<file path="config.mk">
export PLATFORM = sky130hd
export DESIGN_NAME = lut_ram
export DESIGN_NICKNAME = d
export VERILOG_FILES = /design/src/lut_ram.sv
export SDC_FILE = /design/constraint.sdc
export NUM_CORES = 1
export LEC_CHECK = 0
export BUFFER_PORTS_ARGS = -buffer_cell sky130_fd_sc_hd__buf_2
export CORE_MARGIN = 1
export CORE_UTILIZATION = 55
export DETAILED_ROUTE_END_ITERATION = 16
export PLACE_DENSITY = 0.75
export SYNTH_ARGS = -nofsm -noshare
export SYNTH_HDL_FRONTEND = slang
export SYNTH_SLANG_ARGS = --single-unit
</file>
<file path="constraint.sdc">
create_clock -name clk -period 3.9 [get_ports clk]
set_input_delay 0.195 -clock clk [delete_from_list [all_inputs] [get_ports clk]]
set_output_delay 0.195 -clock clk [all_outputs]
set_load 0.02 [all_outputs]
</file>
<file path="src/lut_ram.sv">
////////////////////////////////////////////////////////////
// LUT RAM
// One synchronous write port, one asynchronous read port,
// word layout set by a type parameter
////////////////////////////////////////////////////////////

`timescale 1ns/1ps

module lut_ram #(
    parameter type word_t = logic [31:0],
    parameter int  DEPTH  = 16
) (
    input  logic                     clk,
    input  logic                     we,
    input  logic [$clog2(DEPTH)-1:0] waddr,
    input  word_t                    wdata,
    input  logic [$clog2(DEPTH)-1:0] raddr,
    output word_t                    rdata
);

    // Storage, no reset
    word_t mem [DEPTH];

    always_ff @(posedge clk) begin
        if (we) begin
            mem[waddr] <= wdata;
        end
    end

    // Read is combinational
    assign rdata = mem[raddr];

endmodule

</file>
Word level (Yosys, flattened, before mapping)
Memory sizes are Yosys's and may differ from the RTL's.
Cells that the tools add are included.
Operators by class
  muxes and demuxes: 2
Operators with widths (count)
  1-bit two-way mux: 2
Word-level totals
  memory bits (writable): 512
  logic and storage cells: 3
  output and inout bits: 32
  input port bits: 42
  memories kept: 1
  register bits: 0
Memory list
  mem: depth 16, width 32, rd ports 1, clocked after memory_dff 0, write ports 1, line 22  | word_t mem [DEPTH];

Longest topological paths before layout
  depth in word-level cells: 2
  mapped depth: 5
  depth with buffers taken out: 3

Worst setup path after synthesis
OpenSTA, ideal clock, no wires.
  path kind: input port to flip-flop
  start point: input port waddr[2]
  end point: memory mem[0][0] (netlist name), enable pin
  cell stages on the path: 2
  path buffers: 0
  library setup time: 461 ps
  arrival: 2913 ps
  data required time: 3439 ps
  slack: 525 ps
  cell sequence: or3b_2 > nor3_1
RTL lines
  from (decl): line 15  | input logic [$clog2(DEPTH)-1:0] waddr,
  to (decl): line 22
No word-level cell before the write port.

==> results.py <==
metrics = {
    "route": {
        "routed_wl_mm": 41.25,
        "vias_per_cell": 6.315,
        "drt-initial-drc-count": 1065,
        "wl_per_cell_um": 28.97,
        "drc": 0,
        "dr_total_vias": 8993,
        "dr.pass1.iters": 5,
        "ant_nets": 0,
    },
    "yosys": {
        "seq_area_frac_synth": 0.8002,
        "syn_area_per_cell_um2": 23.84,
        "syn_inst": 806,
        "synth_area_um2": 19210,
        "synth_seq_cells": 512,
        "synth_cell_types": 17,
        "yosysWarningCount": 0,
        "syn_nets": 848,
    },
    "outcome": {
        "status": "completed",
    },
    "clock_network": {
        "cts_buffer_depth": 3,
        "clockRootBuffer": "clkbuf_16",
        "clkTransAtPathRegs_ps": 60,
        "cts.repair.resized": 0,
        "htreeDepth": 2,
        "numCtsBuffers": 48,
        "cts_tree": "yes",
        "clock_sinks": 512,
    },
    "worst_setup_path": {
        "worstSetupEndpoint": "rdata[17]",
        "crit_fanout": 50,
        "cp.arrival_ps": 2270,
        "critPathLaunch": "raddr[0]",
        "end_kind": "primary output",
        "crit_type": "input port to primary output",
        "crit_slowest_cell": "mux4_2",
        "crit_chain": "clkbuf_8 -> buf_12 -> mux4_2 -> a22oi_1 -> nand2_1 -> buf_2",
        "start_kind": "input port",
        "required_ps": 3700,
        "cpPeakStageDelay_ps": 550,
    },
    "timing": {
        "rsz0062_at_grt": "no",
        "tns_ps": 0,
        "tightestPinTransition_ps": 1075,
        "relSlewSlack": 0.2837,
        "min_period_ps": 2463,
        "setup_viol": 0,
        "max_freq_ghz": 0.4060,
        "post-route-period-util": 0.6315,
        "setup_slack_ps": 1437,
        "slew_violations": 0,
        "hold_viol_final": 0,
    },
    "cells_and_area": {
        "largest_registers": "mem: 512 flops",
        "nNetsFinal": 978,
        "antenna_cells": 0,
        "largest-register": "mem",
        "layout-drive-gt1-share": 0.3127,
        "largest_register_ffs": 512,
        "syn_to_final_growth_pct": 14.07,
    },
    "floorplanning": {
        "rows": 68,
        "io_pins": 74,
        "die_w_um": 188.9,
        "initial_core_util": 0.5576,
        "die_area_um2": 35690,
        "die_h_um": 188.9,
        "core_um2": 34460,
    },
    "placement": {
        "gp_congestion": 0.7119,
        "post-place-ws_ps": 1411,
        "dp_hpwl_mm": 20.53,
        "portBuffers": 73,
    },
    "global_routing": {
        "gr-total-overflow": 0,
        "grt_pass1_wl_mm": 60.82,
        "antenna_found_initial": 0,
        "grt_usage": 0.2389,
        "grt_pass1_vias": 9437,
        "grt_max_degree": 51,
    },
    "worst_hold_path": {
        "min-delay-start": "wdata[22]",
        "hp-class": "input port to flop",
    },
    "power": {
        "power_density_nw_per_um2": 502.5,
        "worst_ir_drop_vdd_uv": 384.0,
        "p_leak_nw": 6.973,
    },
    "run": {
        "cap_violations": 0,
    },
}
[cell type report]
cell class,instances,area (um2)
fill,2235,12540
multi-input combinational,251,3750
clock buffer,63,1279
tap,455,569.3
timing repair buffer,123,849.6
clock inverter,20,93.84
sequential,512,15370
[worst max-delay path: cells and delay by family]
| family | cells | cell delay, ps |
|---|---|---|
| buf+inv | 3 | 1040 |
| simple gates | 1 | 110 |
| mux | 1 | 550 |
| compound gates | 1 | 290 |
[worst min-delay path by stage]
stage / endpoint / slack (ps) / cells past startpoint
after detailed placement: mem[3][17] / 580 / 1
after floorplan: mem[0][0] / 290 / 0
after global placement: mem[8][3] / 560 / 1
after CTS: mem[8][10] / 0.3 / 1
after global routing: mem[1][22] / 9 / 1
final: mem[14][22] / 10 / 1
[cells by family after synthesis]
family                 after synthesis  share of synthesized area
buffers and inverters               43                    0.01159
AND/OR/NAND/NOR                     59                    0.01315
multiplexers                       128                     0.1500
AO/OA/AOI/OAI                       64                    0.02501
flip-flops                         512                     0.8002
[through the flow]
stage                 util  hold WS [ps]  cells  total power [mW]  area [um2]
finish              0.6360         12.85   1424             11.01       21920
detailed placement  0.5892         579.2   1317             6.925       20300
global placement    0.5892         558.3   1317             6.902       20300
global route        0.6360         9.270   1424             11.33       21920
floorplan                -         293.9    806             6.673       19210
CTS                 0.6360        0.2877   1424             11.07       21920
[cells in the final DEF, fill, tap and decap left out, drive strengths merged]
cell type    netlist  routed
edfxtp           512     512
nor2b              2       2
dlygate4sd3        0      24
mux4             128     128
nand2b             2       2
nor3               4       4
a22oi             64      64
clkinv             0      17
nand3b             2       2
nor2              13      13
or3b               1       1
inv                0       3
nand3              1       1
and2               1       1
clkbuf            17      64
nand2             33      33
buf               26      98
[metal layers]
metal / global-route usage / part of all wire / vias up
met5: 0 / 0 / -
met4: 0.08127 / 0.025 / 0
met3: 0.03318 / 0.066 / 74
met2: 0.4031 / 0.52 / 371
met1: 0.3248 / 0.39 / 4812
li1: - / - / 3736
[where the power goes]
part           total [mW]  internal (mW)  leakage [nW]  switching [mW]
logic               0.632          0.250          1.68           0.382
registers            6.19           6.17          4.63          0.0261
clock network        4.19           2.29         0.668            1.89
total                11.0           8.71          6.97            2.30
[cells in the mapped netlist]
cell type	number	share of area
a22oi_1	64	0.025
and2_1	1	0.00033
buf_1	9	0.0018
buf_2	4	0.0010
buf_4	11	0.0043
buf_6	2	0.0012
clkbuf_1	17	0.0033
edfxtp_1	512	0.80
mux4_2	128	0.15
nand2_1	33	0.0064
nand2b_1	2	0.00065
nand3_1	1	0.00026
nand3b_1	2	0.00078
nor2_1	13	0.0025
nor2b_1	2	0.00065
nor3_1	4	0.0010
or3b_2	1	0.00046
[timing repair]
action,in CTS,in global routing
setup buffers,0,0
endpoints found under the setup margin,0,0
hold buffers,24,0
endpoints found under the hold margin,263,0
No activity file was read; power rests on OpenSTA's default activity.
