$ cat src/tlb_cfg_pkg.sv
////////////////////////////////////////////////////////////
// TLB configuration
// Address widths, TLB geometry and page table size
////////////////////////////////////////////////////////////

package tlb_cfg_pkg;

    // Address split, 4 KB pages
    localparam int VADDR_W    = 32;
    localparam int PADDR_W    = 32;
    localparam int PAGE_OFS_W = 12;
    localparam int PPN_W      = 20;

    // TLB geometry
    localparam int TLB_WAYS  = 2;
    localparam int TLB_DEPTH = 16;
    localparam int TLB_IDX_W = 4;
    localparam int TLB_TAG_W = 32 - 12 - TLB_IDX_W;

    // Single-level page table, covers VPN 0..255
    localparam int PT_DEPTH = 256;
    localparam int PT_IDX_W = 8;

endpackage

$ cat src/tlb_types_pkg.sv
////////////////////////////////////////////////////////////
// TLB data types
// Stored TLB entry, page table entry and fault codes
////////////////////////////////////////////////////////////

package tlb_types_pkg;

    // One TLB way entry
    typedef struct packed {
        logic                               valid;
        logic [tlb_cfg_pkg::TLB_TAG_W-1:0]  tag;
        logic [tlb_cfg_pkg::PPN_W-1:0]      ppn;
    } tlb_entry_t;

    // Page table entry as loaded by the host
    typedef struct packed {
        logic                           valid;
        logic                           readable;
        logic                           writable;
        logic                           executable;
        logic [tlb_cfg_pkg::PPN_W-1:0]  ppn;
    } pte_t;

    // Fault reported back to the client
    typedef enum logic [1:0] {
        FAULT_NONE    = 2'd0,
        FAULT_INVALID = 2'd1,
        FAULT_RANGE   = 2'd2,
        FAULT_PERM    = 2'd3
    } fault_cause_t;

endpackage

$ cat src/tlb_if.sv


interface mmu_walk_if;
    // Miss request, held as a level
    logic                            request;
    logic [tlb_cfg_pkg::VADDR_W-1:0] virtual_address;
    logic                            rnw;
    logic                            execute;
    // Walk result, one pulse per walk
    logic                            write_entry;
    logic                            is_fault;
    tlb_types_pkg::fault_cause_t     fault_cause;
    logic [tlb_cfg_pkg::PPN_W-1:0]   upper_physical_address;

    modport tlb (
        output request, virtual_address, rnw, execute,
        input  write_entry, is_fault, fault_cause, upper_physical_address
    );

    modport walker (
        input  request, virtual_address, rnw, execute,
        output write_entry, is_fault, fault_cause, upper_physical_address
    );
endinterface

$ cat src/page_walker.sv
////////////////////////////////////////////////////////////
// Page walker
// Reads the single-level page table on a TLB miss, checks
// range, validity and permission, then returns the PPN or
// a fault cause
////////////////////////////////////////////////////////////

`timescale 1ns/1ps

module page_walker (
    input  logic                              clk,
    input  logic                              rst,
    input  logic                              abort,
    mmu_walk_if.walker                        mmu,
    output logic [tlb_cfg_pkg::PT_IDX_W-1:0]  pt_addr_rd,
    input  tlb_types_pkg::pte_t               pt_rdata
);

    logic                          request_q;
    logic                          start;
    logic                          checking;
    // VPN bits above the table index
    logic [tlb_cfg_pkg::VADDR_W-1:tlb_cfg_pkg::PAGE_OFS_W+tlb_cfg_pkg::PT_IDX_W] vpn_high_q;
    logic                          rnw_q;
    logic                          execute_q;
    tlb_types_pkg::pte_t           pte_q;
    tlb_types_pkg::fault_cause_t   cause;
    logic                          perm_ok;

    ////////////////////////////////////////////////////////////
    // Walk control
    ////////////////////////////////////////////////////////////

    // Table indexed by the low VPN bits
    assign pt_addr_rd = mmu.virtual_address[tlb_cfg_pkg::PAGE_OFS_W +: tlb_cfg_pkg::PT_IDX_W];

    // New walk on the rising edge of request
    assign start = mmu.request & ~request_q;

    always_ff @(posedge clk) begin
        if (rst) begin
            request_q <= 1'b0;
            checking  <= 1'b0;
        end else if (abort) begin
            request_q <= 1'b0;
            checking  <= 1'b0;
        end else begin
            request_q <= mmu.request;
            checking  <= start;
        end
    end

    // Table word and request attributes captured at start
    always_ff @(posedge clk) begin
        if (start) begin
            pte_q      <= pt_rdata;
            vpn_high_q <= mmu.virtual_address[tlb_cfg_pkg::VADDR_W-1:
                                              tlb_cfg_pkg::PAGE_OFS_W+tlb_cfg_pkg::PT_IDX_W];
            rnw_q      <= mmu.rnw;
            execute_q  <= mmu.execute;
        end
    end

    ////////////////////////////////////////////////////////////
    // Checks, in priority order
    ////////////////////////////////////////////////////////////

    // Execute needs X, otherwise R for reads and W for writes
    always_comb begin
        if (execute_q) begin
            perm_ok = pte_q.executable;
        end else if (rnw_q) begin
            perm_ok = pte_q.readable;
        end else begin
            perm_ok = pte_q.writable;
        end
    end

    always_comb begin
        cause = tlb_types_pkg::FAULT_NONE;
        // VPN outside the table
        if (|vpn_high_q) begin
            cause = tlb_types_pkg::FAULT_RANGE;
        end else if (!pte_q.valid) begin
            cause = tlb_types_pkg::FAULT_INVALID;
        end else if (!perm_ok) begin
            cause = tlb_types_pkg::FAULT_PERM;
        end
    end

    // One pulse in the check cycle, suppressed by abort
    assign mmu.write_entry = checking & ~abort & (cause == tlb_types_pkg::FAULT_NONE);
    assign mmu.is_fault    = checking & ~abort & (cause != tlb_types_pkg::FAULT_NONE);
    assign mmu.fault_cause = cause;
    assign mmu.upper_physical_address = pte_q.ppn;

endmodule

$ cat src/flat_wrapper.sv
// flat-port wrapper written by rule: the top's interface ports become plain ports
module page_walker_flat 
  (clk, rst, abort, pt_addr_rd, pt_rdata, mmu_request, mmu_virtual_address, mmu_rnw, mmu_execute, mmu_write_entry, mmu_is_fault, mmu_fault_cause, mmu_upper_physical_address);
  mmu_walk_if mmu_i ();
  input  logic clk;
  input  logic rst;
  input  logic abort;
  output logic [tlb_cfg_pkg::PT_IDX_W-1:0] pt_addr_rd;
  input  tlb_types_pkg::pte_t pt_rdata;
  input wire logic [$bits(mmu_i.request)-1:0] mmu_request;
  input wire logic [$bits(mmu_i.virtual_address)-1:0] mmu_virtual_address;
  input wire logic [$bits(mmu_i.rnw)-1:0] mmu_rnw;
  input wire logic [$bits(mmu_i.execute)-1:0] mmu_execute;
  output wire logic [$bits(mmu_i.write_entry)-1:0] mmu_write_entry;
  output wire logic [$bits(mmu_i.is_fault)-1:0] mmu_is_fault;
  output wire logic [$bits(mmu_i.fault_cause)-1:0] mmu_fault_cause;
  output wire logic [$bits(mmu_i.upper_physical_address)-1:0] mmu_upper_physical_address;
  assign mmu_i.request = mmu_request;
  assign mmu_i.virtual_address = mmu_virtual_address;
  assign mmu_i.rnw = mmu_rnw;
  assign mmu_i.execute = mmu_execute;
  assign mmu_write_entry = mmu_i.write_entry;
  assign mmu_is_fault = mmu_i.is_fault;
  assign mmu_fault_cause = mmu_i.fault_cause;
  assign mmu_upper_physical_address = mmu_i.upper_physical_address;
  page_walker u_core (.clk(clk), .rst(rst), .abort(abort), .mmu(mmu_i), .pt_addr_rd(pt_addr_rd), .pt_rdata(pt_rdata));
endmodule
$ cat config.mk
export PLATFORM = sky130hd
export DESIGN_NAME = page_walker_flat
export DESIGN_NICKNAME = d
export VERILOG_FILES = /design/src/tlb_cfg_pkg.sv /design/src/tlb_types_pkg.sv /design/src/tlb_if.sv /design/src/page_walker.sv /design/src/flat_wrapper.sv
export SDC_FILE = /design/constraint.sdc
export NUM_CORES = 1
export LEC_CHECK = 0
export BUFFER_PORTS_ARGS = -buffer_cell sky130_fd_sc_hd__buf_2
export CAP_MARGIN = 15
export CELL_PAD_IN_SITES_DETAIL_PLACEMENT = 0
export CELL_PAD_IN_SITES_GLOBAL_PLACEMENT = 2
export CORE_MARGIN = 2
export CORE_UTILIZATION = 29
export DETAILED_ROUTE_END_ITERATION = 8
export PLACE_DENSITY = 0.82
export SLEW_MARGIN = 15
export SYNTH_ARGS = -nofsm -noshare
export SYNTH_HDL_FRONTEND = slang
export SYNTH_SLANG_ARGS = --single-unit
$ cat constraint.sdc
create_clock -name clk -period 4.52 [get_ports clk]
set_input_delay 0.678 -clock clk [delete_from_list [all_inputs] [get_ports clk]]
set_output_delay 0.678 -clock clk [all_outputs]
set_load 0.03 [all_outputs]
# --- Yosys cells after proc, flatten, opt, wreduce, memory -nomap -nowiden ---
# Index checks and enable logic that the tools add are counted.
classes:
  bitwise_logic: 6
  muxes: 5
  reduce_logical: 4
ops:
  columns: ["operator", "count"]
  rows:
  - ["$reduce_or 12->1", 1]
  - ["$mux 2", 3]
  - ["$and 1x1->1", 4]
  - ["$logic_not 2->1", 1]
  - ["$mux 1", 2]
  - ["$not 1->1", 2]
  - ["$reduce_bool 2->1", 1]
  - ["$reduce_or 2->1", 1]
totals:
  in_bits: 62
  out_inout_bits: 32
  reg_bits: 40

# --- Depth between registers and ports, before layout ---
depth:
  depth_word: 7
  depth_mapped: 3
  mapped_depth_nobuf: 3

# --- Worst setup path after synthesis ---
# No wires, ideal clock.
synth_timing:
  path_type: "in2reg"
  from: "input mmu_request"
  to: "register u_core.execute_q (enable)"
  slack_ns: 1.701
  setup_time_ns: 0.437
  stages: 1
  t_arrival_ns: 2.382
  cell_sequence: "nor2b_1"
synth_between:
  elab_chain_len: 1
synth_lines:
  columns: ["element", "line_no", "source"]
  rows:
  - ["from (decl)", "flat_wrapper.sv:10", "input wire logic [$bits(mmu_i.request)-1:0] mmu_request;"]
  - ["$and 1x1->1", "page_walker.sv:38", "assign start = mmu.request & ~request_q;"]
  - ["to (signal assigned)", "page_walker.sv:60", "execute_q <= mmu.execute;"]
  - ["to (decl)", "page_walker.sv:25", "logic execute_q;"]
# No other way between the ends.
# A chain may end at the register's enable or synchronous reset.

# --- Worst setup path in the final report ---
layout_timing:
  from: "register u_core.vpn_high_q[26] (netlist bit)"
  to: "output mmu_write_entry"
layout_between:
  elab_chain_len: 4
layout_lines:
  columns: ["element", "line_no", "source"]
  rows:
  - ["from (decl)", "page_walker.sv:23", "logic [tlb_cfg_pkg::VADDR_W-1:tlb_cfg_pkg::PAGE_OFS_W+tlb_cfg_pkg::PT_IDX_W] vpn_high_q;"]
  - ["from (signal assigned)", "page_walker.sv:57", "vpn_high_q <= mmu.virtual_address[tlb_cfg_pkg::VADDR_W-1:"]
  - ["$reduce_or 12->1", "page_walker.sv:82", "if (|vpn_high_q) begin"]
  - ["$mux 2", "page_walker.sv:82", null]
  - ["$logic_not 2->1", "page_walker.sv:92", "assign mmu.write_entry = checking & ~abort & (cause == tlb_types_pkg::FAULT_NONE);"]
  - ["$and 1x1->1", "page_walker.sv:92", null]
  - ["to (decl)", "flat_wrapper.sv:14", "output wire logic [$bits(mmu_i.write_entry)-1:0] mmu_write_entry;"]
# No other way between the ends.

==> reports/metrics.csv <==
metric,value,unit
timing.final.crit_period,2.21,ns
sw_frac_of_total,21.7,%
mappedNetlistNets,146,
fin_setup_tns,0,ns
power.static_leakage,0.740,nW
flow.area_growth_from_synthesis,19.6,%
num-nets-final,190,
vias,777,
grt_first_pass_wirelength,3910,microns
htreeDepth,2,
cts.hold.buffers_added,0,
clkSinkCount,40,
hold_class,flip-flop to flip-flop,
drt_first_iter_violations,27,
cp_cell_sequence,nor4_2 -> nand3_2 -> nor3_1 -> buf_2,
drcViolationCount,0,
cp-end-kind,primary output,
grt_overflow,0,
crit_required,3.84,ns
finalWeightedCongestion,0.628,
fin_worst_hold_slack,0.476,ns
timing.critical_path.max_delay_family,simple AND/OR/NAND/NOR gates,
clock_power_share,31.9,%
post-place-ws,2.49,ns
synth.lib_cells_used.distinct,15,
timing_hold_violations_final,0,
relSlewSlack,31.0,%
synthXorXnorAreaFrac,0,%
crit_path_start_kind,flip-flop,
synthesis.area_per_instance,18.4,sq um
max_cap_viol_count,0,
effective_utilization_at_floorplan,30.2,%
drt_wl_total,2460,microns
internal_power,0.576,mW
slew_violations,0,
yosys.area_share.simple,6.49,%
synth_top_family_by_area,buffers and inverters,
dieWidth,76.9,microns
combined_buffer_and_inverter_count_along_the_critical_path,1,
clock_transition_at_the_registers_of_the_reported_paths,0.07,ns
worst_skew_pair.late_latency,0.28,ns
pd_cells,399,nW/um^2
chipHeight,76.9,microns
grt_start_max_net_pins,39,
transition_at_the_pin_with_the_smallest_max_transition_slack,1.03,ns
vdd_drop_max,0.168,mV
post-cts-setup-buffers,0,
cts_root_buf,sky130_fd_sc_hd__clkbuf_8,
synth.mux.area_fraction,0.974,%
final_number_of_setup_violating_endpoints,0,
outcome,"finished, final reports clean",
cts_inserted_buffers,5,
clockBufferDepth,2,
mappedNetlistArea,1540,sq um
synth.ff_latch_count,40,
seq_power_share,59.5,%
cp_slowest_cell,sky130_fd_sc_hd__edfxtp_1,
yosys.area_share.adder,0,%
critical_path_arrival,1.54,ns
synth-compound-area-share,2.27,%
cts_resized,0,
layout.core_utilization,36.1,%
drive_gt1_share,62.0,%
criticalPathCategory,flip-flop to primary output,
antenna_cells_inserted,0,
combinationalPowerShare,8.6,%
first_pass_iters,2,
io_buffers,65,
die_footprint,5910,sq um
period_share,49.0,%
tritoncts,done,
postLayoutSetupSlackWorst,2.31,ns
switching_power,0.160,mW
antenna_found_initial,1,
core,5110,sq um
rows,26,
grt_setup_unrepaired,false,
synth_seq_area_share,76.6,%
wire_per_inst,12.4,microns
final.setup_skew,0.00407,ns
achievable-frequency,452,MHz
crit_fanout,4,
detail_route.vias_per_cell,3.90,
postSynthCellCount,84,
ant_nets,0,
worst_path_largest_cell_delay,0.38,ns
yosysWarningCount,0,
ioPinCount,94,
track_usage,8.64,%
first_global_vias,873,
## cell type report
| type | instances | area [sq um] |
|---|---|---|
| Tap cell | 70 | 87.6 |
| Fill cell | 508 | 3260 |
| Clock inverter | 2 | 10.0 |
| Timing Repair Buffer | 65 | 325 |
| Multi-Input combinational cell | 16 | 158 |
| Sequential cell | 40 | 1180 |
| Clock buffer | 6 | 82.6 |
## sequential cells by signal, summed over array words and instances, names as in the netlist
| register | cells |
|---|---|
| u_core.checking | 1 |
| u_core.rnw_q | 1 |
| u_core.execute_q | 1 |
| u_core.vpn_high_q | 12 |
| u_core.request_q | 1 |
| u_core.pte_q | 4 |
| u_core.mmu.upper_physical_address | 20 |
## cell usage in the layout (no fill, tap or decap)
| cell type | synthesis | layout |
|---|---|---|
| sky130_fd_sc_hd__dfxtp_1 | 2 | 2 |
| sky130_fd_sc_hd__o21ba_1 | 1 | 1 |
| sky130_fd_sc_hd__mux2_4 | 1 | 1 |
| sky130_fd_sc_hd__nand2b_1 | 2 | 2 |
| sky130_fd_sc_hd__edfxtp_1 | 38 | 38 |
| sky130_fd_sc_hd__buf_2 | 0 | 65 |
| sky130_fd_sc_hd__nor4_4 | 1 | 1 |
| sky130_fd_sc_hd__nor3_1 | 1 | 1 |
| sky130_fd_sc_hd__nor3b_1 | 1 | 1 |
| sky130_fd_sc_hd__o211ai_2 | 1 | 1 |
| sky130_fd_sc_hd__nor4_2 | 2 | 2 |
| sky130_fd_sc_hd__a21o_1 | 1 | 1 |
| sky130_fd_sc_hd__clkinv_2 | 0 | 2 |
| sky130_fd_sc_hd__o21ai_0 | 1 | 1 |
| sky130_fd_sc_hd__nor2b_1 | 3 | 2 |
| sky130_fd_sc_hd__nor2b_4 | 0 | 1 |
| sky130_fd_sc_hd__nand3_2 | 1 | 1 |
| sky130_fd_sc_hd__clkbuf_8 | 0 | 6 |
## metal layers
layer	GRT usage (%)	up-vias	wire length (microns)
met1	8.33	351	907
li1	-	364	-
met2	14.1	56	1190
met4	4.00	2	8
met3	5.88	4	343
met5	0	-	11
## stage by stage
stage | power, mW | std cells | cell area [sq um]
2_1_floorplan | 0.506 | 84 | 1540
3_3_place_gp | 0.508 | 191 | 1750
3_5_place_dp | 0.511 | 191 | 1750
4_1_cts | 0.750 | 199 | 1840
5_1_grt | 0.770 | 199 | 1840
6_report | 0.736 | 199 | 1840
## cell usage after synthesis
library cell / number / area share (%)
sky130_fd_sc_hd__a21o_1: 1 / 0.49
sky130_fd_sc_hd__buf_4: 28 / 14
sky130_fd_sc_hd__dfxtp_1: 2 / 2.6
sky130_fd_sc_hd__edfxtp_1: 38 / 74
sky130_fd_sc_hd__mux2_4: 1 / 0.97
sky130_fd_sc_hd__nand2b_1: 2 / 0.81
sky130_fd_sc_hd__nand3_2: 1 / 0.65
sky130_fd_sc_hd__nor2b_1: 3 / 1.2
sky130_fd_sc_hd__nor3_1: 1 / 0.32
sky130_fd_sc_hd__nor3b_1: 1 / 0.49
sky130_fd_sc_hd__nor4_2: 2 / 1.6
sky130_fd_sc_hd__nor4_4: 1 / 1.4
sky130_fd_sc_hd__o211ai_2: 1 / 0.81
sky130_fd_sc_hd__o21ai_0: 1 / 0.32
sky130_fd_sc_hd__o21ba_1: 1 / 0.65
## power by group through the flow
stage          clock [mW]  combinational [mW]  sequential [mW]
2_1_floorplan           0              0.0602            0.446
3_3_place_gp            0              0.0626            0.445
3_5_place_dp            0              0.0642            0.446
4_1_cts             0.248              0.0642            0.438
5_1_grt             0.261              0.0684            0.440
6_report            0.235              0.0632            0.438
## worst paths after layout
path / from / end / slack (ns) / cells past startpoint
setup / recovery: u_core.vpn_high_q[26] / mmu_write_entry / 2.31 / 4
hold / removal: u_core.request_q / u_core.checking / 0.48 / 1
setup reg to reg: u_core.request_q / u_core.mmu.upper_physical_address[14] / 2.99 / 1
hold reg to reg: u_core.request_q / u_core.checking / 0.48 / 1
## cell families (layout without fill, tap and decap cells)
logic type             Yosys count  after routing
AO/OA/AOI/OAI                    4              4
AND/OR/NAND/NOR                 11             11
flip-flops                      40             40
multiplexers                     1              1
buffers and inverters           28             73
(Power assumes the default switching activity.)
