### src/tlb_cfg_pkg.sv
////////////////////////////////////////////////////////////
// TLB configuration
// Address widths, TLB geometry and page table size
////////////////////////////////////////////////////////////

package tlb_cfg_pkg;

    // Address split, 4 KB pages
    localparam int VADDR_W    = 32;
    localparam int PADDR_W    = 32;
    localparam int PAGE_OFS_W = 12;
    localparam int PPN_W      = 20;

    // TLB geometry
    localparam int TLB_WAYS  = 2;
    localparam int TLB_DEPTH = 16;
    localparam int TLB_IDX_W = 4;
    localparam int TLB_TAG_W = 32 - 12 - TLB_IDX_W;

    // Single-level page table, covers VPN 0..255
    localparam int PT_DEPTH = 256;
    localparam int PT_IDX_W = 8;

endpackage

### src/tlb_types_pkg.sv
////////////////////////////////////////////////////////////
// TLB data types
// Stored TLB entry, page table entry and fault codes
////////////////////////////////////////////////////////////

package tlb_types_pkg;

    // One TLB way entry
    typedef struct packed {
        logic                               valid;
        logic [tlb_cfg_pkg::TLB_TAG_W-1:0]  tag;
        logic [tlb_cfg_pkg::PPN_W-1:0]      ppn;
    } tlb_entry_t;

    // Page table entry as loaded by the host
    typedef struct packed {
        logic                           valid;
        logic                           readable;
        logic                           writable;
        logic                           executable;
        logic [tlb_cfg_pkg::PPN_W-1:0]  ppn;
    } pte_t;

    // Fault reported back to the client
    typedef enum logic [1:0] {
        FAULT_NONE    = 2'd0,
        FAULT_INVALID = 2'd1,
        FAULT_RANGE   = 2'd2,
        FAULT_PERM    = 2'd3
    } fault_cause_t;

endpackage

### src/tlb_if.sv
////////////////////////////////////////////////////////////
// TLB interfaces
// Client request path into the lookup, and the miss path
// between the lookup and the page walker
////////////////////////////////////////////////////////////

`timescale 1ns/1ps

interface tlb_req_if;
    // Request side
    logic [tlb_cfg_pkg::VADDR_W-1:0] virtual_address;
    logic                            rnw;
    logic                            execute;
    logic                            new_request;
    // Response side
    logic                            ready;
    logic                            done;
    logic                            is_fault;
    tlb_types_pkg::fault_cause_t     fault_cause;
    logic [tlb_cfg_pkg::PADDR_W-1:0] physical_address;

    modport lookup (
        input  virtual_address, rnw, execute, new_request,
        output ready, done, is_fault, fault_cause, physical_address
    );

    modport client (
        output virtual_address, rnw, execute, new_request,
        input  ready, done, is_fault, fault_cause, physical_address
    );
endinterface

interface mmu_walk_if;
    // Miss request, held as a level
    logic                            request;
    logic [tlb_cfg_pkg::VADDR_W-1:0] virtual_address;
    logic                            rnw;
    logic                            execute;
    // Walk result, one pulse per walk
    logic                            write_entry;
    logic                            is_fault;
    tlb_types_pkg::fault_cause_t     fault_cause;
    logic [tlb_cfg_pkg::PPN_W-1:0]   upper_physical_address;

    modport tlb (
        output request, virtual_address, rnw, execute,
        input  write_entry, is_fault, fault_cause, upper_physical_address
    );

    modport walker (
        input  request, virtual_address, rnw, execute,
        output write_entry, is_fault, fault_cause, upper_physical_address
    );
endinterface

### src/tlb_lookup.sv
////////////////////////////////////////////////////////////
// TLB lookup control
// Same-cycle tag compare across all ways, miss tracking
// toward the page walker, refill writes into the victim way
// and the set-by-set flush sweep
////////////////////////////////////////////////////////////

`timescale 1ns/1ps

module tlb_lookup (
    input  logic                                 clk,
    input  logic                                 rst,
    input  logic                                 flush,
    input  logic                                 abort,
    tlb_req_if.lookup                            req,
    mmu_walk_if.tlb                              mmu,
    output logic [tlb_cfg_pkg::TLB_IDX_W-1:0]    ram_addr,
    output logic [tlb_cfg_pkg::TLB_WAYS-1:0]     ram_we,
    output tlb_types_pkg::tlb_entry_t            ram_wdata,
    input  tlb_types_pkg::tlb_entry_t            ram_rdata [tlb_cfg_pkg::TLB_WAYS],
    input  logic [tlb_cfg_pkg::TLB_WAYS-1:0]     victim_way
);

    logic [tlb_cfg_pkg::TLB_IDX_W-1:0] req_idx;
    logic [tlb_cfg_pkg::TLB_TAG_W-1:0] virtual_tag;
    logic [tlb_cfg_pkg::TLB_WAYS-1:0]  tag_hit;
    logic                              hit;
    logic                              idle;
    logic                              accept;
    logic                              miss_active;
    logic                              refill_we;
    logic                              refill_done;
    logic                              sweep_active;
    logic [tlb_cfg_pkg::TLB_IDX_W-1:0] sweep_idx;

    ////////////////////////////////////////////////////////////
    // Address split and tag compare
    ////////////////////////////////////////////////////////////

    assign req_idx     = req.virtual_address[tlb_cfg_pkg::PAGE_OFS_W +: tlb_cfg_pkg::TLB_IDX_W];
    assign virtual_tag = req.virtual_address[tlb_cfg_pkg::VADDR_W-1 -: tlb_cfg_pkg::TLB_TAG_W];

    // Sweep owns the RAM address while it runs
    assign ram_addr = sweep_active ? sweep_idx : req_idx;

    always_comb begin
        for (int w = 0; w < tlb_cfg_pkg::TLB_WAYS; w++) begin
            tag_hit[w] = ram_rdata[w].valid && (ram_rdata[w].tag == virtual_tag);
        end
    end

    assign hit = |tag_hit;

    // Page offset passes through, hit way supplies the PPN
    always_comb begin
        req.physical_address = '0;
        req.physical_address[tlb_cfg_pkg::PAGE_OFS_W-1:0] =
            req.virtual_address[tlb_cfg_pkg::PAGE_OFS_W-1:0];
        for (int w = 0; w < tlb_cfg_pkg::TLB_WAYS; w++) begin
            if (tag_hit[w]) begin
                req.physical_address[tlb_cfg_pkg::PADDR_W-1:tlb_cfg_pkg::PAGE_OFS_W] |=
                    ram_rdata[w].ppn;
            end
        end
    end

    ////////////////////////////////////////////////////////////
    // Request handshake and miss tracking
    ////////////////////////////////////////////////////////////

    // Busy during a walk, the refill done cycle and a sweep
    assign idle      = ~(miss_active | refill_done | sweep_active);
    assign req.ready = idle;

    // Requests while busy are dropped
    assign accept = req.new_request & idle;

    always_ff @(posedge clk) begin
        if (rst) begin
            miss_active <= 1'b0;
        end else if (abort | mmu.write_entry | mmu.is_fault) begin
            miss_active <= 1'b0;
        end else if (accept & ~hit) begin
            miss_active <= 1'b1;
        end
    end

    // Walker entry lands in the victim way
    assign refill_we = mmu.write_entry & miss_active & ~sweep_active;

    // Entry is readable one cycle after the write
    always_ff @(posedge clk) begin
        if (rst) begin
            refill_done <= 1'b0;
        end else begin
            refill_done <= refill_we;
        end
    end

    assign req.done        = hit & (accept | refill_done);
    assign req.is_fault    = mmu.is_fault & miss_active;
    assign req.fault_cause = mmu.fault_cause;

    // Miss path to the walker
    assign mmu.request         = miss_active;
    assign mmu.virtual_address = req.virtual_address;
    assign mmu.rnw             = req.rnw;
    assign mmu.execute         = req.execute;

    ////////////////////////////////////////////////////////////
    // Flush sweep
    ////////////////////////////////////////////////////////////

    // One set per cycle, TLB_DEPTH cycles in total
    always_ff @(posedge clk) begin
        if (rst) begin
            sweep_active <= 1'b0;
            sweep_idx    <= '0;
        end else if (flush) begin
            sweep_active <= 1'b1;
            sweep_idx    <= '0;
        end else if (sweep_active) begin
            sweep_idx <= sweep_idx + 1'b1;
            // Depth is a power of two, last set is all ones
            if (&sweep_idx) begin
                sweep_active <= 1'b0;
            end
        end
    end

    // All ways cleared together during the sweep
    always_comb begin
        if (sweep_active) begin
            ram_we = '1;
        end else if (refill_we) begin
            ram_we = victim_way;
        end else begin
            ram_we = '0;
        end
    end

    assign ram_wdata.valid = ~sweep_active;
    assign ram_wdata.tag   = virtual_tag;
    assign ram_wdata.ppn   = mmu.upper_physical_address;

endmodule

### src/flat_wrapper.sv
// flat-port wrapper written by rule: the top's interface ports become plain ports
module tlb_lookup_flat 
  (clk, rst, flush, abort, ram_addr, ram_we, ram_wdata, ram_rdata, victim_way, req_virtual_address, req_rnw, req_execute, req_new_request, req_ready, req_done, req_is_fault, req_fault_cause, req_physical_address, mmu_request, mmu_virtual_address, mmu_rnw, mmu_execute, mmu_write_entry, mmu_is_fault, mmu_fault_cause, mmu_upper_physical_address);
  tlb_req_if req_i ();
  mmu_walk_if mmu_i ();
  input  logic clk;
  input  logic rst;
  input  logic flush;
  input  logic abort;
  output logic [tlb_cfg_pkg::TLB_IDX_W-1:0] ram_addr;
  output logic [tlb_cfg_pkg::TLB_WAYS-1:0] ram_we;
  output tlb_types_pkg::tlb_entry_t ram_wdata;
  input  tlb_types_pkg::tlb_entry_t ram_rdata[tlb_cfg_pkg::TLB_WAYS];
  input  logic [tlb_cfg_pkg::TLB_WAYS-1:0] victim_way;
  input wire logic [$bits(req_i.virtual_address)-1:0] req_virtual_address;
  input wire logic [$bits(req_i.rnw)-1:0] req_rnw;
  input wire logic [$bits(req_i.execute)-1:0] req_execute;
  input wire logic [$bits(req_i.new_request)-1:0] req_new_request;
  output wire logic [$bits(req_i.ready)-1:0] req_ready;
  output wire logic [$bits(req_i.done)-1:0] req_done;
  output wire logic [$bits(req_i.is_fault)-1:0] req_is_fault;
  output wire logic [$bits(req_i.fault_cause)-1:0] req_fault_cause;
  output wire logic [$bits(req_i.physical_address)-1:0] req_physical_address;
  output wire logic [$bits(mmu_i.request)-1:0] mmu_request;
  output wire logic [$bits(mmu_i.virtual_address)-1:0] mmu_virtual_address;
  output wire logic [$bits(mmu_i.rnw)-1:0] mmu_rnw;
  output wire logic [$bits(mmu_i.execute)-1:0] mmu_execute;
  input wire logic [$bits(mmu_i.write_entry)-1:0] mmu_write_entry;
  input wire logic [$bits(mmu_i.is_fault)-1:0] mmu_is_fault;
  input wire logic [$bits(mmu_i.fault_cause)-1:0] mmu_fault_cause;
  input wire logic [$bits(mmu_i.upper_physical_address)-1:0] mmu_upper_physical_address;
  assign req_i.virtual_address = req_virtual_address;
  assign req_i.rnw = req_rnw;
  assign req_i.execute = req_execute;
  assign req_i.new_request = req_new_request;
  assign req_ready = req_i.ready;
  assign req_done = req_i.done;
  assign req_is_fault = req_i.is_fault;
  assign req_fault_cause = req_i.fault_cause;
  assign req_physical_address = req_i.physical_address;
  assign mmu_request = mmu_i.request;
  assign mmu_virtual_address = mmu_i.virtual_address;
  assign mmu_rnw = mmu_i.rnw;
  assign mmu_execute = mmu_i.execute;
  assign mmu_i.write_entry = mmu_write_entry;
  assign mmu_i.is_fault = mmu_is_fault;
  assign mmu_i.fault_cause = mmu_fault_cause;
  assign mmu_i.upper_physical_address = mmu_upper_physical_address;
  tlb_lookup u_core (.clk(clk), .rst(rst), .flush(flush), .abort(abort), .req(req_i), .mmu(mmu_i), .ram_addr(ram_addr), .ram_we(ram_we), .ram_wdata(ram_wdata), .ram_rdata(ram_rdata), .victim_way(victim_way));
endmodule
### config.mk
export PLATFORM = sky130hd
export DESIGN_NAME = tlb_lookup_flat
export DESIGN_NICKNAME = d
export VERILOG_FILES = /design/src/tlb_cfg_pkg.sv /design/src/tlb_types_pkg.sv /design/src/tlb_if.sv /design/src/tlb_lookup.sv /design/src/flat_wrapper.sv
export SDC_FILE = /design/constraint.sdc
export NUM_CORES = 1
export LEC_CHECK = 0
export ABC_AREA = 1
export BUFFER_PORTS_ARGS = -buffer_cell sky130_fd_sc_hd__buf_2
export CAP_MARGIN = 20
export CORE_AREA = 2 2 98 100
export CTS_CLUSTER_DIAMETER = 60
export DETAILED_ROUTE_END_ITERATION = 8
export DIE_AREA = 0 0 100 102
export PLACE_DENSITY = 0.6
export SYNTH_ARGS = -nofsm -noshare
export SYNTH_HDL_FRONTEND = slang
export SYNTH_SLANG_ARGS = --single-unit
### constraint.sdc
create_clock -name clk -period 1.6 [get_ports clk]
set_input_delay 0.32 -clock clk [delete_from_list [all_inputs] [get_ports clk]]
set_output_delay 0.32 -clock clk [all_outputs]
set_load 0.01 [all_outputs]
After elaboration in Yosys (flattened, before gate mapping)
Index checks and enable logic that the tools add are counted.
{"block": "word_totals", "ff_bits": 7, "inputBits": 139, "elab_cells": 36}
{"block": "classes", "n_reduce_logical": 6, "muxes": 8, "n_addsub": 1, "eq_ne": 2, "bitwise_logic": 15}
{"op": "$mux W20", "n": 2}
{"op": "$eq A16 B16 Y1", "n": 2}
{"op": "$or A20 B20 Y20", "n": 1}
{"op": "$and A1 B1 Y1", "n": 6}
{"op": "$reduce_or A2 Y1", "n": 3}
{"op": "$or A1 B1 Y1", "n": 5}
{"op": "$add A4 B1 Y4 const B", "n": 1}
{"op": "$mux W2", "n": 2}
{"op": "$mux W4", "n": 1}
{"op": "$reduce_and A4 Y1", "n": 1}
{"op": "$mux W1", "n": 3}
{"op": "$not A1 Y1", "n": 3}
{"op": "$logic_and A1 B1 Y1", "n": 2}

Longest topological paths before layout
Gate-level depths: netlist (run 1).
{"block": "depth", "ltp_word": 6, "mapped_depth": 9}

Worst setup path after synthesis (run 1)
OpenSTA, ideal clock, no wires.
{"block": "synth_timing", "kind": "input port to output port", "start": "input req_virtual_address[30]", "end": "output req_physical_address[22]", "n_path_buf": 1, "t_arrival_ns": 1.192, "slack_ns": 0.088, "cell_stages": 5, "t_required_ns": 1.280, "cell_sequence": "xnor2_1 and3_1 clkbuf_1 nand4_1 o21ai_1"}
{"block": "synth_via", "elab_chain_cells": 5, "elab_cells_between_ends": 7}
{"item": "from (decl)", "line": "flat_wrapper.sv:15", "rtl": "input wire logic [$bits(req_i.virtual_address)-1:0] req_virtual_address;"}
{"item": "$eq A16 B16 Y1", "line": "tlb_lookup.sv:48", "rtl": "tag_hit[w] = ram_rdata[w].valid && (ram_rdata[w].tag == virtual_tag);"}
{"item": "$logic_and A1 B1 Y1", "line": "tlb_lookup.sv:48"}
{"item": "$mux W20", "line": "tlb_lookup.sv:60", "rtl": "if (tag_hit[w]) begin"}
{"item": "$or A20 B20 Y20", "line": "tlb_lookup.sv:61", "rtl": "req.physical_address[tlb_cfg_pkg::PADDR_W-1:tlb_cfg_pkg::PAGE_OFS_W] |="}
{"item": "$mux W20 *", "line": "tlb_lookup.sv:60"}
{"item": "to (decl)", "line": "flat_wrapper.sv:23", "rtl": "output wire logic [$bits(req_i.physical_address)-1:0] req_physical_address;"}
Every way passes the cells marked *; elsewhere a longest branch is shown, timed or not.

Worst setup path in the final report (run 1)
{"block": "layout_timing", "start": "input req_virtual_address[17]", "end": "output req_physical_address[13]"}
The elaborated chain is that of the path after synthesis.

==> summary by stage, run 1 <==
CTS
TritonCTS built the clock tree. The total clock sinks is 7. The clock latency on the worst-skew pair is 0.22 ns. The buffer levels on the longest clock path is 2. The CTS buffer count is 3. Buffers inserted to repair hold after CTS numbered 0. The H-tree depth is 1. Clock-pin slew was measured on the worst setup and hold paths at 0.04 ns.

The master cell of the clock root buffer is sky130_fd_sc_hd__clkbuf_8.

Synth
By area the synthesized netlist is led by sky130_fd_sc_hd__buf_4 (29%), sky130_fd_sc_hd__nand2_1 (15%), sky130_fd_sc_hd__inv_1 (11%). The part of the Yosys area used for sequential elements is 6.35%. The share of synthesized area in the top cell type comes to 28.6%. The cell area after synthesis is 2210 µm².

Summed over all instances, the cell type with the most area after synthesis is sky130_fd_sc_hd__buf_4. Yosys printed 0 warnings. The synthesized instance count is 393.

Synthesis inferred 7 register bits. The number of different library cells used by synthesis comes to 33. Synthesis produced a netlist with a net count of 533. Each instance of the synthesized netlist takes up on average 5.61 µm².

Finish
The filler cells instantiated in the layout total 982. The ratio of cells with drive above 1 in the final layout is 60.3%. The area growth from synthesis to layout is 62.0%. The count of nets after finishing is 682.

The antenna diode count is 0.

Timing
The setup TNS after final layout is -5.48 ns. The pin slew with the least headroom to its limit is 0.303 ns. The worst path in the final design needs a cycle of 1.88 ns, including I/O delays and setup. Of the available clock period, the critical path in the final layout requires 117%. Setup violations remaining at the end of the flow were counted as 21.

Setup repair after global routing could not meet its margin everywhere. The clock skew after layout is 0.00224 ns. In the post-route analysis, the smallest setup slack over all paths is -0.278 ns. The max-slew violation total from the final report is 0.

The final number of hold-violating endpoints is 0. The max-slew headroom at the worst pin is 79.7%. Derived from the worst setup path, the maximum achievable clock frequency is 532 MHz.

Worst hold path
The path class of the tightest hold or removal check is primary input to register.

Setup path
The critical-path cell with the highest stage delay is sky130_fd_sc_hd__nor2_4. Data on the critical path arrives at its endpoint at 1.56 ns. Walking the worst path, the cells encountered are buf_6 > nand2_4 > nand2_2 > nor2_1 > nand4_1 > nor2_4 > buf_12 > buf_12 > nand4_1 > o21ai_2 > buf_2. The required time at the endpoint of the critical path is 1.28 ns. On the critical path the largest part of the delay comes from simple AND/OR/NAND/NOR gates. The critical path is of the primary input to output pin type. The number of buffers and inverters on the critical path is 4. STA classifies the critical path startpoint as a primary input. The largest single stage delay on the critical path is 0.16 ns. The largest fanout of any net on the critical path is 6. The kind of end point of the critical path is an output pin.

Die
In this run the horizontal extent of the chip is 100 µm. The vertical extent of the die is 102 µm. Once the floorplan was initialized, standard cells occupied 24.2% of the core.

The number of placed I/O pins is 254. The number of placement rows is 35. The area of the placeable core is 9110 µm². The die covers 10,200 µm².

Global routing
The number of global-route vias before repair is 2,419. The wire length of the first global-routing pass is 11.3 mm. The leftover overflow at the end of global routing is 0. In the global route stage, overall resource usage came out at 13.9%.

The initial antenna violation count is 0. The maximum number of pins on one net before global-route repair is 22.

Power and ir drop
For this design the static power due to leakage is 2.12 nW. The maximum VDD drop is 0.000359 V. The ratio of total power to cell area is 329 nW/µm².

Route
After the first detailed-routing iteration, the DRC count stood at 94. The count of nets left with antenna violations after detail routing is 0. After detailed routing, the number of vias per cell comes to 4.37. Summed over all layers, the routed wires come to 8.56 mm.

After detailed routing, the number of remaining DRC violations is 0. The wire length per cell is 13.1 µm. The first-pass iteration count of the detailed router is 4. Summing over every cut layer, the via total after detailed routing is 2,847.

Placement
The placer congestion estimate is 0.867. At the placement stage, the worst setup path has a slack of -0.348 ns. The count of buffers added on input and output ports is 169. The half-perimeter wire length after detailed placement is 6.84 mm.

Status
The run finished, with violations left. The checks that failed: setup timing.

Job
The max-cap violation count is 0.
synth_stat cells (all sizes together):
library cell	count
buf	91
nand2	87
inv	69
nor2	36
nand4	30
o21ai	29
nand3	9
dfxtp	7
nor3	6
xnor2	6
a21oi	5
clkbuf	3
a21boi	2
nand3b	2
nor3b	2
or2	2
a211oi	1
and2	1
and3	1
ha	1
o211ai	1
o21a	1
or4	1
kinds of logic (layout without fill, tap and decap cells):
kind of cell,after synthesis,in the layout,share of synthesized area [%]
AO/OA/AOI/OAI,39,39,11.3
XOR/XNOR,6,6,2.38
adder cells (fa/ha/maj),1,1,0.567
buffers and inverters,163,311,43.0
flip-flops,7,7,6.35
AND/OR/NAND/NOR,177,177,36.4
metrics by stage:
step / total power, mW / std cells / instance area (µm²) / hold WS, ns / utilization, %
2_1_floorplan: 0.619 / 393 / 2210 / 0.389 / -
3_3_place_gp: 0.787 / 630 / 2910 / 0.471 / 31.9
3_5_place_dp: 0.794 / 630 / 2910 / 0.494 / 31.9
4_1_cts: 1.07 / 638 / 3060 / 0.314 / 33.6
5_1_grt: 1.27 / 652 / 3570 / 0.333 / 39.2
6_report: 1.18 / 652 / 3570 / 0.321 / 39.2
placed cells by master, fill, tap and decap left out, drive strengths merged:
cell	n
a211oi	1
a21boi	2
a21oi	5
and2	1
and3	1
buf	234
clkbuf	8
clkinvlp	1
dfxtp	7
ha	1
inv	68
nand2	87
nand3	9
nand3b	2
nand4	30
nor2	36
nor3	6
nor3b	2
o211ai	1
o21a	1
o21ai	29
or2	2
or4	1
xnor2	6
metal layers:
metal | wire [µm] | vias to the layer above | global-route usage [%]
li1 | - | 1452 | -
met1 | 3440 | 1256 | 16.7
met2 | 4360 | 125 | 25.6
met3 | 627 | 14 | 2.60
met4 | 137 | 0 | 3.27
met5 | 0 | - | 0
worst register-to-register path: cells and delay by family, from the launching register on:
family	cells	cell delay, ns
compound gates	1	0.19
buf+inv	4	0.63
flops	1	0.32
state kept, by name, indices dropped and copies added (netlist names):
name                 cells
u_core.sweep_idx         4
u_core.mmu.request       1
u_core.refill_done       1
u_core.sweep_active      1
layout make-up:
class / count / area (µm²) / share of cell area [%]
clock buffers: 4 / 45.0 / 1.26
repair buffers: 238 / 1660 / 46.3
well taps: 111 / 139 / 3.89
inverters: 69 / 273 / 7.63
flip-flops and latches: 7 / 140 / 3.92
multi-input cells: 223 / 1320 / 37.0
power breakdown:
| part | internal [mW] | switching, mW |
|---|---|---|
| registers | 0.180 | 0.00262 |
| clock network | 0.172 | 0.0683 |
| logic | 0.389 | 0.364 |
repair_timing:
action | CTS | global route
gates resized for setup | 25 | 107
setup endpoints to repair | 21 | 24
buffers inserted | 2 | 9
pin swaps | 8 | 16
cloned | 2 | 5
final timing paths:
check                                         from                                to  slack, ns  cells past startpoint
setup / recovery           req_virtual_address[17]          req_physical_address[13]      -0.28                     11
setup reg to reg    u_core.sweep_active$_SDFF_PP0_  u_core.sweep_idx[1]$_SDFFE_PP0P_       0.36                      5
hold / removal                                 rst    u_core.sweep_active$_SDFF_PP0_       0.32                      2
hold reg to reg   u_core.sweep_idx[0]$_SDFFE_PP0P_  u_core.sweep_idx[0]$_SDFFE_PP0P_       0.50                      2
No activity file was read; power rests on OpenSTA's default activity.
==> run 2, diff against run 1 <==
--- a/config.mk
+++ b/config.mk
@@ -6,13 +6,14 @@
 export NUM_CORES = 1
 export LEC_CHECK = 0
 export ABC_AREA = 1
-export BUFFER_PORTS_ARGS = -buffer_cell sky130_fd_sc_hd__buf_2
 export CAP_MARGIN = 20
-export CORE_AREA = 2 2 98 100
+export CORE_AREA = 2 2 99 101
 export CTS_CLUSTER_DIAMETER = 60
 export DETAILED_ROUTE_END_ITERATION = 8
-export DIE_AREA = 0 0 100 102
-export PLACE_DENSITY = 0.6
+export DIE_AREA = 0 0 101 103
+export DONT_BUFFER_PORTS = 1
+export HOLD_SLACK_MARGIN = 0.1
+export PLACE_DENSITY = 0.36
 export SYNTH_ARGS = -nofsm -noshare
 export SYNTH_HDL_FRONTEND = slang
 export SYNTH_SLANG_ARGS = --single-unit
==> run 2 against run 1 <==
- the run still ends with setup timing left
- critical endpoint is now req_physical_address[12]
- maximum frequency rose by 12%
- largest power group unchanged
- largest cell class is now multi-input gates
- wire length fell by 14%
- sequential share of layout area rose by 1.8 points
==> summary by stage, run 2 (synthesized netlist as in run 1, its figures left out) <==
Setup path
The setup slack on the worst flop-to-flop path is 0.47 ns (+0.11 ns). The cell class contributing the biggest share of worst-path delay is simple AND/OR/NAND/NOR gates. The length in cells of the worst reg-to-reg path came to 5 (unchanged). The critical path data arrival time is 1.36 ns (-0.20 ns). The type of the worst setup path is primary input to output pin. The kind of end point of the critical path is an output pin. The library cell appearing most often on the critical path is sky130_fd_sc_hd__inv_1.

The required time at the endpoint of the critical path is 1.28 ns (about the same). The buffering stage count on the worst path with inverters included is 3 (-1). The largest fanout of any net on the critical path is 11 (+5). The delay of the slowest critical-path stage is 0.19 ns (+0.03 ns). The signal on the critical path passes through inv_1 > nand2_2 > nand2_1 > inv_1 > nand4_1 > nor2_2 > nand3b_4 > buf_12 > o21ai_4. The critical register-to-register path endpoint is u_core.sweep_idx[3]$_SDFFE_PP0P_. The slowest stage of the critical path is the sky130_fd_sc_hd__buf_12 cell.

STA classifies the critical path startpoint as a primary input. In this run the critical register-to-register path is launched from u_core.sweep_active$_SDFF_PP0_.

Timing
Setup repair after global routing could not meet its margin everywhere. The clock period minus final worst setup slack is 1.68 ns (-0.194 ns). The final period utilization is 105% (-12 points). The max-slew violation total from the final report is 0 (unchanged). The highest attainable clock frequency is 594 MHz (+12%). The final number of hold-violating endpoints is 0 (unchanged). The final worst-path setup slack was -0.0842 ns (+0.194 ns). The clock skew after layout is 0.00574 ns (+0.00349 ns). The max-slew headroom at the worst pin is 76.7% (-3.0 points). The pin slew with the least headroom to its limit is 0.346 ns (+0.0432 ns). The number of setup violations in the final report is 21 (unchanged).

Global routing
The number of global-route vias before repair is 1,875 (-22%). The wire length of the first global-routing pass is 9.60 mm (-15%). The initial antenna violation count is 0 (unchanged). The maximum number of pins on one net before global-route repair is 22 (unchanged). The total global routing track utilization is 12.0% (-1.8 points). The leftover overflow at the end of global routing is 0 (unchanged).

Power and ir drop
The ratio of total power to cell area is 338 nW/µm² (+2.6%). The maximum VDD drop was 0.000425 V (+18%). The total power draw is 823 µW (-30%). The leakage component of the power is 1.22 nW (-42%).

Worst hold path
The type of the worst min-delay path is primary input to register. In this run the most critical hold path is launched from rst. The number of instances on the worst hold path was 1 (-1). For hold timing, the worst endpoint is u_core.sweep_active$_SDFF_PP0_.

Route
The first-pass iteration count of the detailed router is 4 (unchanged). The residual DRC count is 0 (unchanged). The count of nets left with antenna violations after detail routing is 0 (unchanged). The average vias per placed instance came to 4.57 (+4.6%). The wire length per cell is 16.2 µm (+23%). The final routed wirelength across all metal layers came to 7.36 mm (-14%). The initial DRC count is 51 (-46%).

The vias after detailed routing is 2,079 (-27%).

Status
The flow ran to the end, but the final reports show violations. The checks that failed: setup timing.

Placement
The placed instance count is 442 (-30%). The placer congestion estimate is 0.797 (-8.0%). The count of buffers inserted at the top-level ports is 0 (-100%). The pre-CTS worst setup slack came to -0.165 ns (+0.184 ns). The half-perimeter wire length after detailed placement is 5.90 mm (-14%).

Die
The width of the die is 101 µm (+1.0%). The die area is 10,400 µm² (+2.0%). The area of the placeable core is 9460 µm² (+3.8%). The starting utilization of the core area is 23.3% (-0.90 points).

The number of placed I/O pins came to 254 (unchanged). The number of placement rows is 36 (+2.9%). The vertical extent of the die is 103 µm (+0.98%).

Finish
Leaving out fill and tap cells, the most frequent cell in the layout is sky130_fd_sc_hd__nand2_1. More flip-flops sit in one register than any other, and that register is u_core.sweep_idx. The final standard cell count with taps included and fillers excluded is 455 (-30%). The area taken by multi-input logic gates is 1410 µm² (+6.8%). From synthesis to final layout, the design area changed by 10.5%.

The number of flip-flops in the largest register came to 4 (unchanged). The ratio of cells with drive above 1 in the final layout was 30.5% (-30 points). In the layout the commonest cells are sky130_fd_sc_hd__nand2_1 (70), sky130_fd_sc_hd__inv_1 (56), sky130_fd_sc_hd__nor2_1 (33), sky130_fd_sc_hd__nand4_1 (30), sky130_fd_sc_hd__buf_4 (30). The filler cell count is 1,047 (+6.6%). The antenna diode count is 0 (unchanged).

The sequential cell area came to 140 µm² (unchanged). The count of nets after finishing is 482 (-29%).

Job
The max-cap violation count is 0 (unchanged).

CTS
The buffer levels on the longest clock path was 2 (unchanged). The H-tree depth is 1 (unchanged). The master cell of the clock root buffer is sky130_fd_sc_hd__clkbuf_8. TritonCTS built the clock tree.

The CTS buffer count is 3 (unchanged). The clock transition at the registers of the reported paths is 0.04 ns (about the same). The total clock sinks came to 7 (unchanged). The clock latency on the worst-skew pair is 0.23 ns (about the same).
-- run 2: changes by cell type in the layout (fill, tap and decap cells not counted), sizes merged --
cell      change
clkbuf        -2
buf         -198
inv           +1
clkinvlp      -1
-- run 2: per-layer routing --
metal | vias up | GRT usage [%] | share of wire (%)
li1 | 1045 | - | -
met1 | 898 | 14.2 | 40
met2 | 116 | 20.8 | 48
met3 | 20 | 4.27 | 9.7
met4 | 0 | 3.22 | 2.3
met5 | - | 0 | 0
-- run 2: worst register-to-register path: stages (launching register included) --
cell and delay, ns:
sky130_fd_sc_hd__dfxtp_1 0.38, sky130_fd_sc_hd__buf_4 0.16, sky130_fd_sc_hd__nand2_1 0.09, sky130_fd_sc_hd__nor3_1 0.20, sky130_fd_sc_hd__a21oi_1 0.10, sky130_fd_sc_hd__o21a_1 0.11
-- run 2: area by class of cell --
cell class              count  area share, %
repair buffers             38           16.2
clock buffers               4           1.85
flip-flops and latches      7           5.75
well taps                 114           5.85
multi-input cells         223           57.9
inverters                  69           12.5
-- run 2: worst max-delay path by stage --
stage	start	endpoint	slack [ns]	cells past startpoint
6_report	req_virtual_address[31]	req_physical_address[12]	-0.08	9
5_1_grt	req_virtual_address[31]	req_done	-0.19	9
3_3_place_gp	ram_rdata[58]	req_done	-0.15	9
2_1_floorplan	req_virtual_address[30]	req_physical_address[22]	0.09	5
4_1_cts	req_virtual_address[31]	req_physical_address[12]	-0.09	9
3_5_place_dp	ram_rdata[58]	req_done	-0.16	9
-- run 2: per-stage QoR --
step           utilization [%]  hold WS, ns  setup TNS [ns]  cell area (µm²)
6_report                  25.8        0.154           -1.47             2440
3_3_place_gp              20.2        0.392           -2.04             1910
2_1_floorplan                -        0.389               0             2210
4_1_cts                   22.7        0.147           -1.71             2140
3_5_place_dp              20.2        0.392           -2.34             1910
5_1_grt                   25.8        0.143           -3.64             2440
-- run 2: repair_timing --
action	in CTS	in global routing
hold buffers	0	0
gates cloned	1	3
gates resized for setup	32	59
setup endpoints to repair	21	21
pin swaps	3	7
setup buffers	0	5
-- run 2: power breakdown --
group	internal, mW	switching [mW]
Clock	0.172	0.0771
Combinational	0.172	0.218
Sequential	0.180	0.00389
Total	0.524	0.299
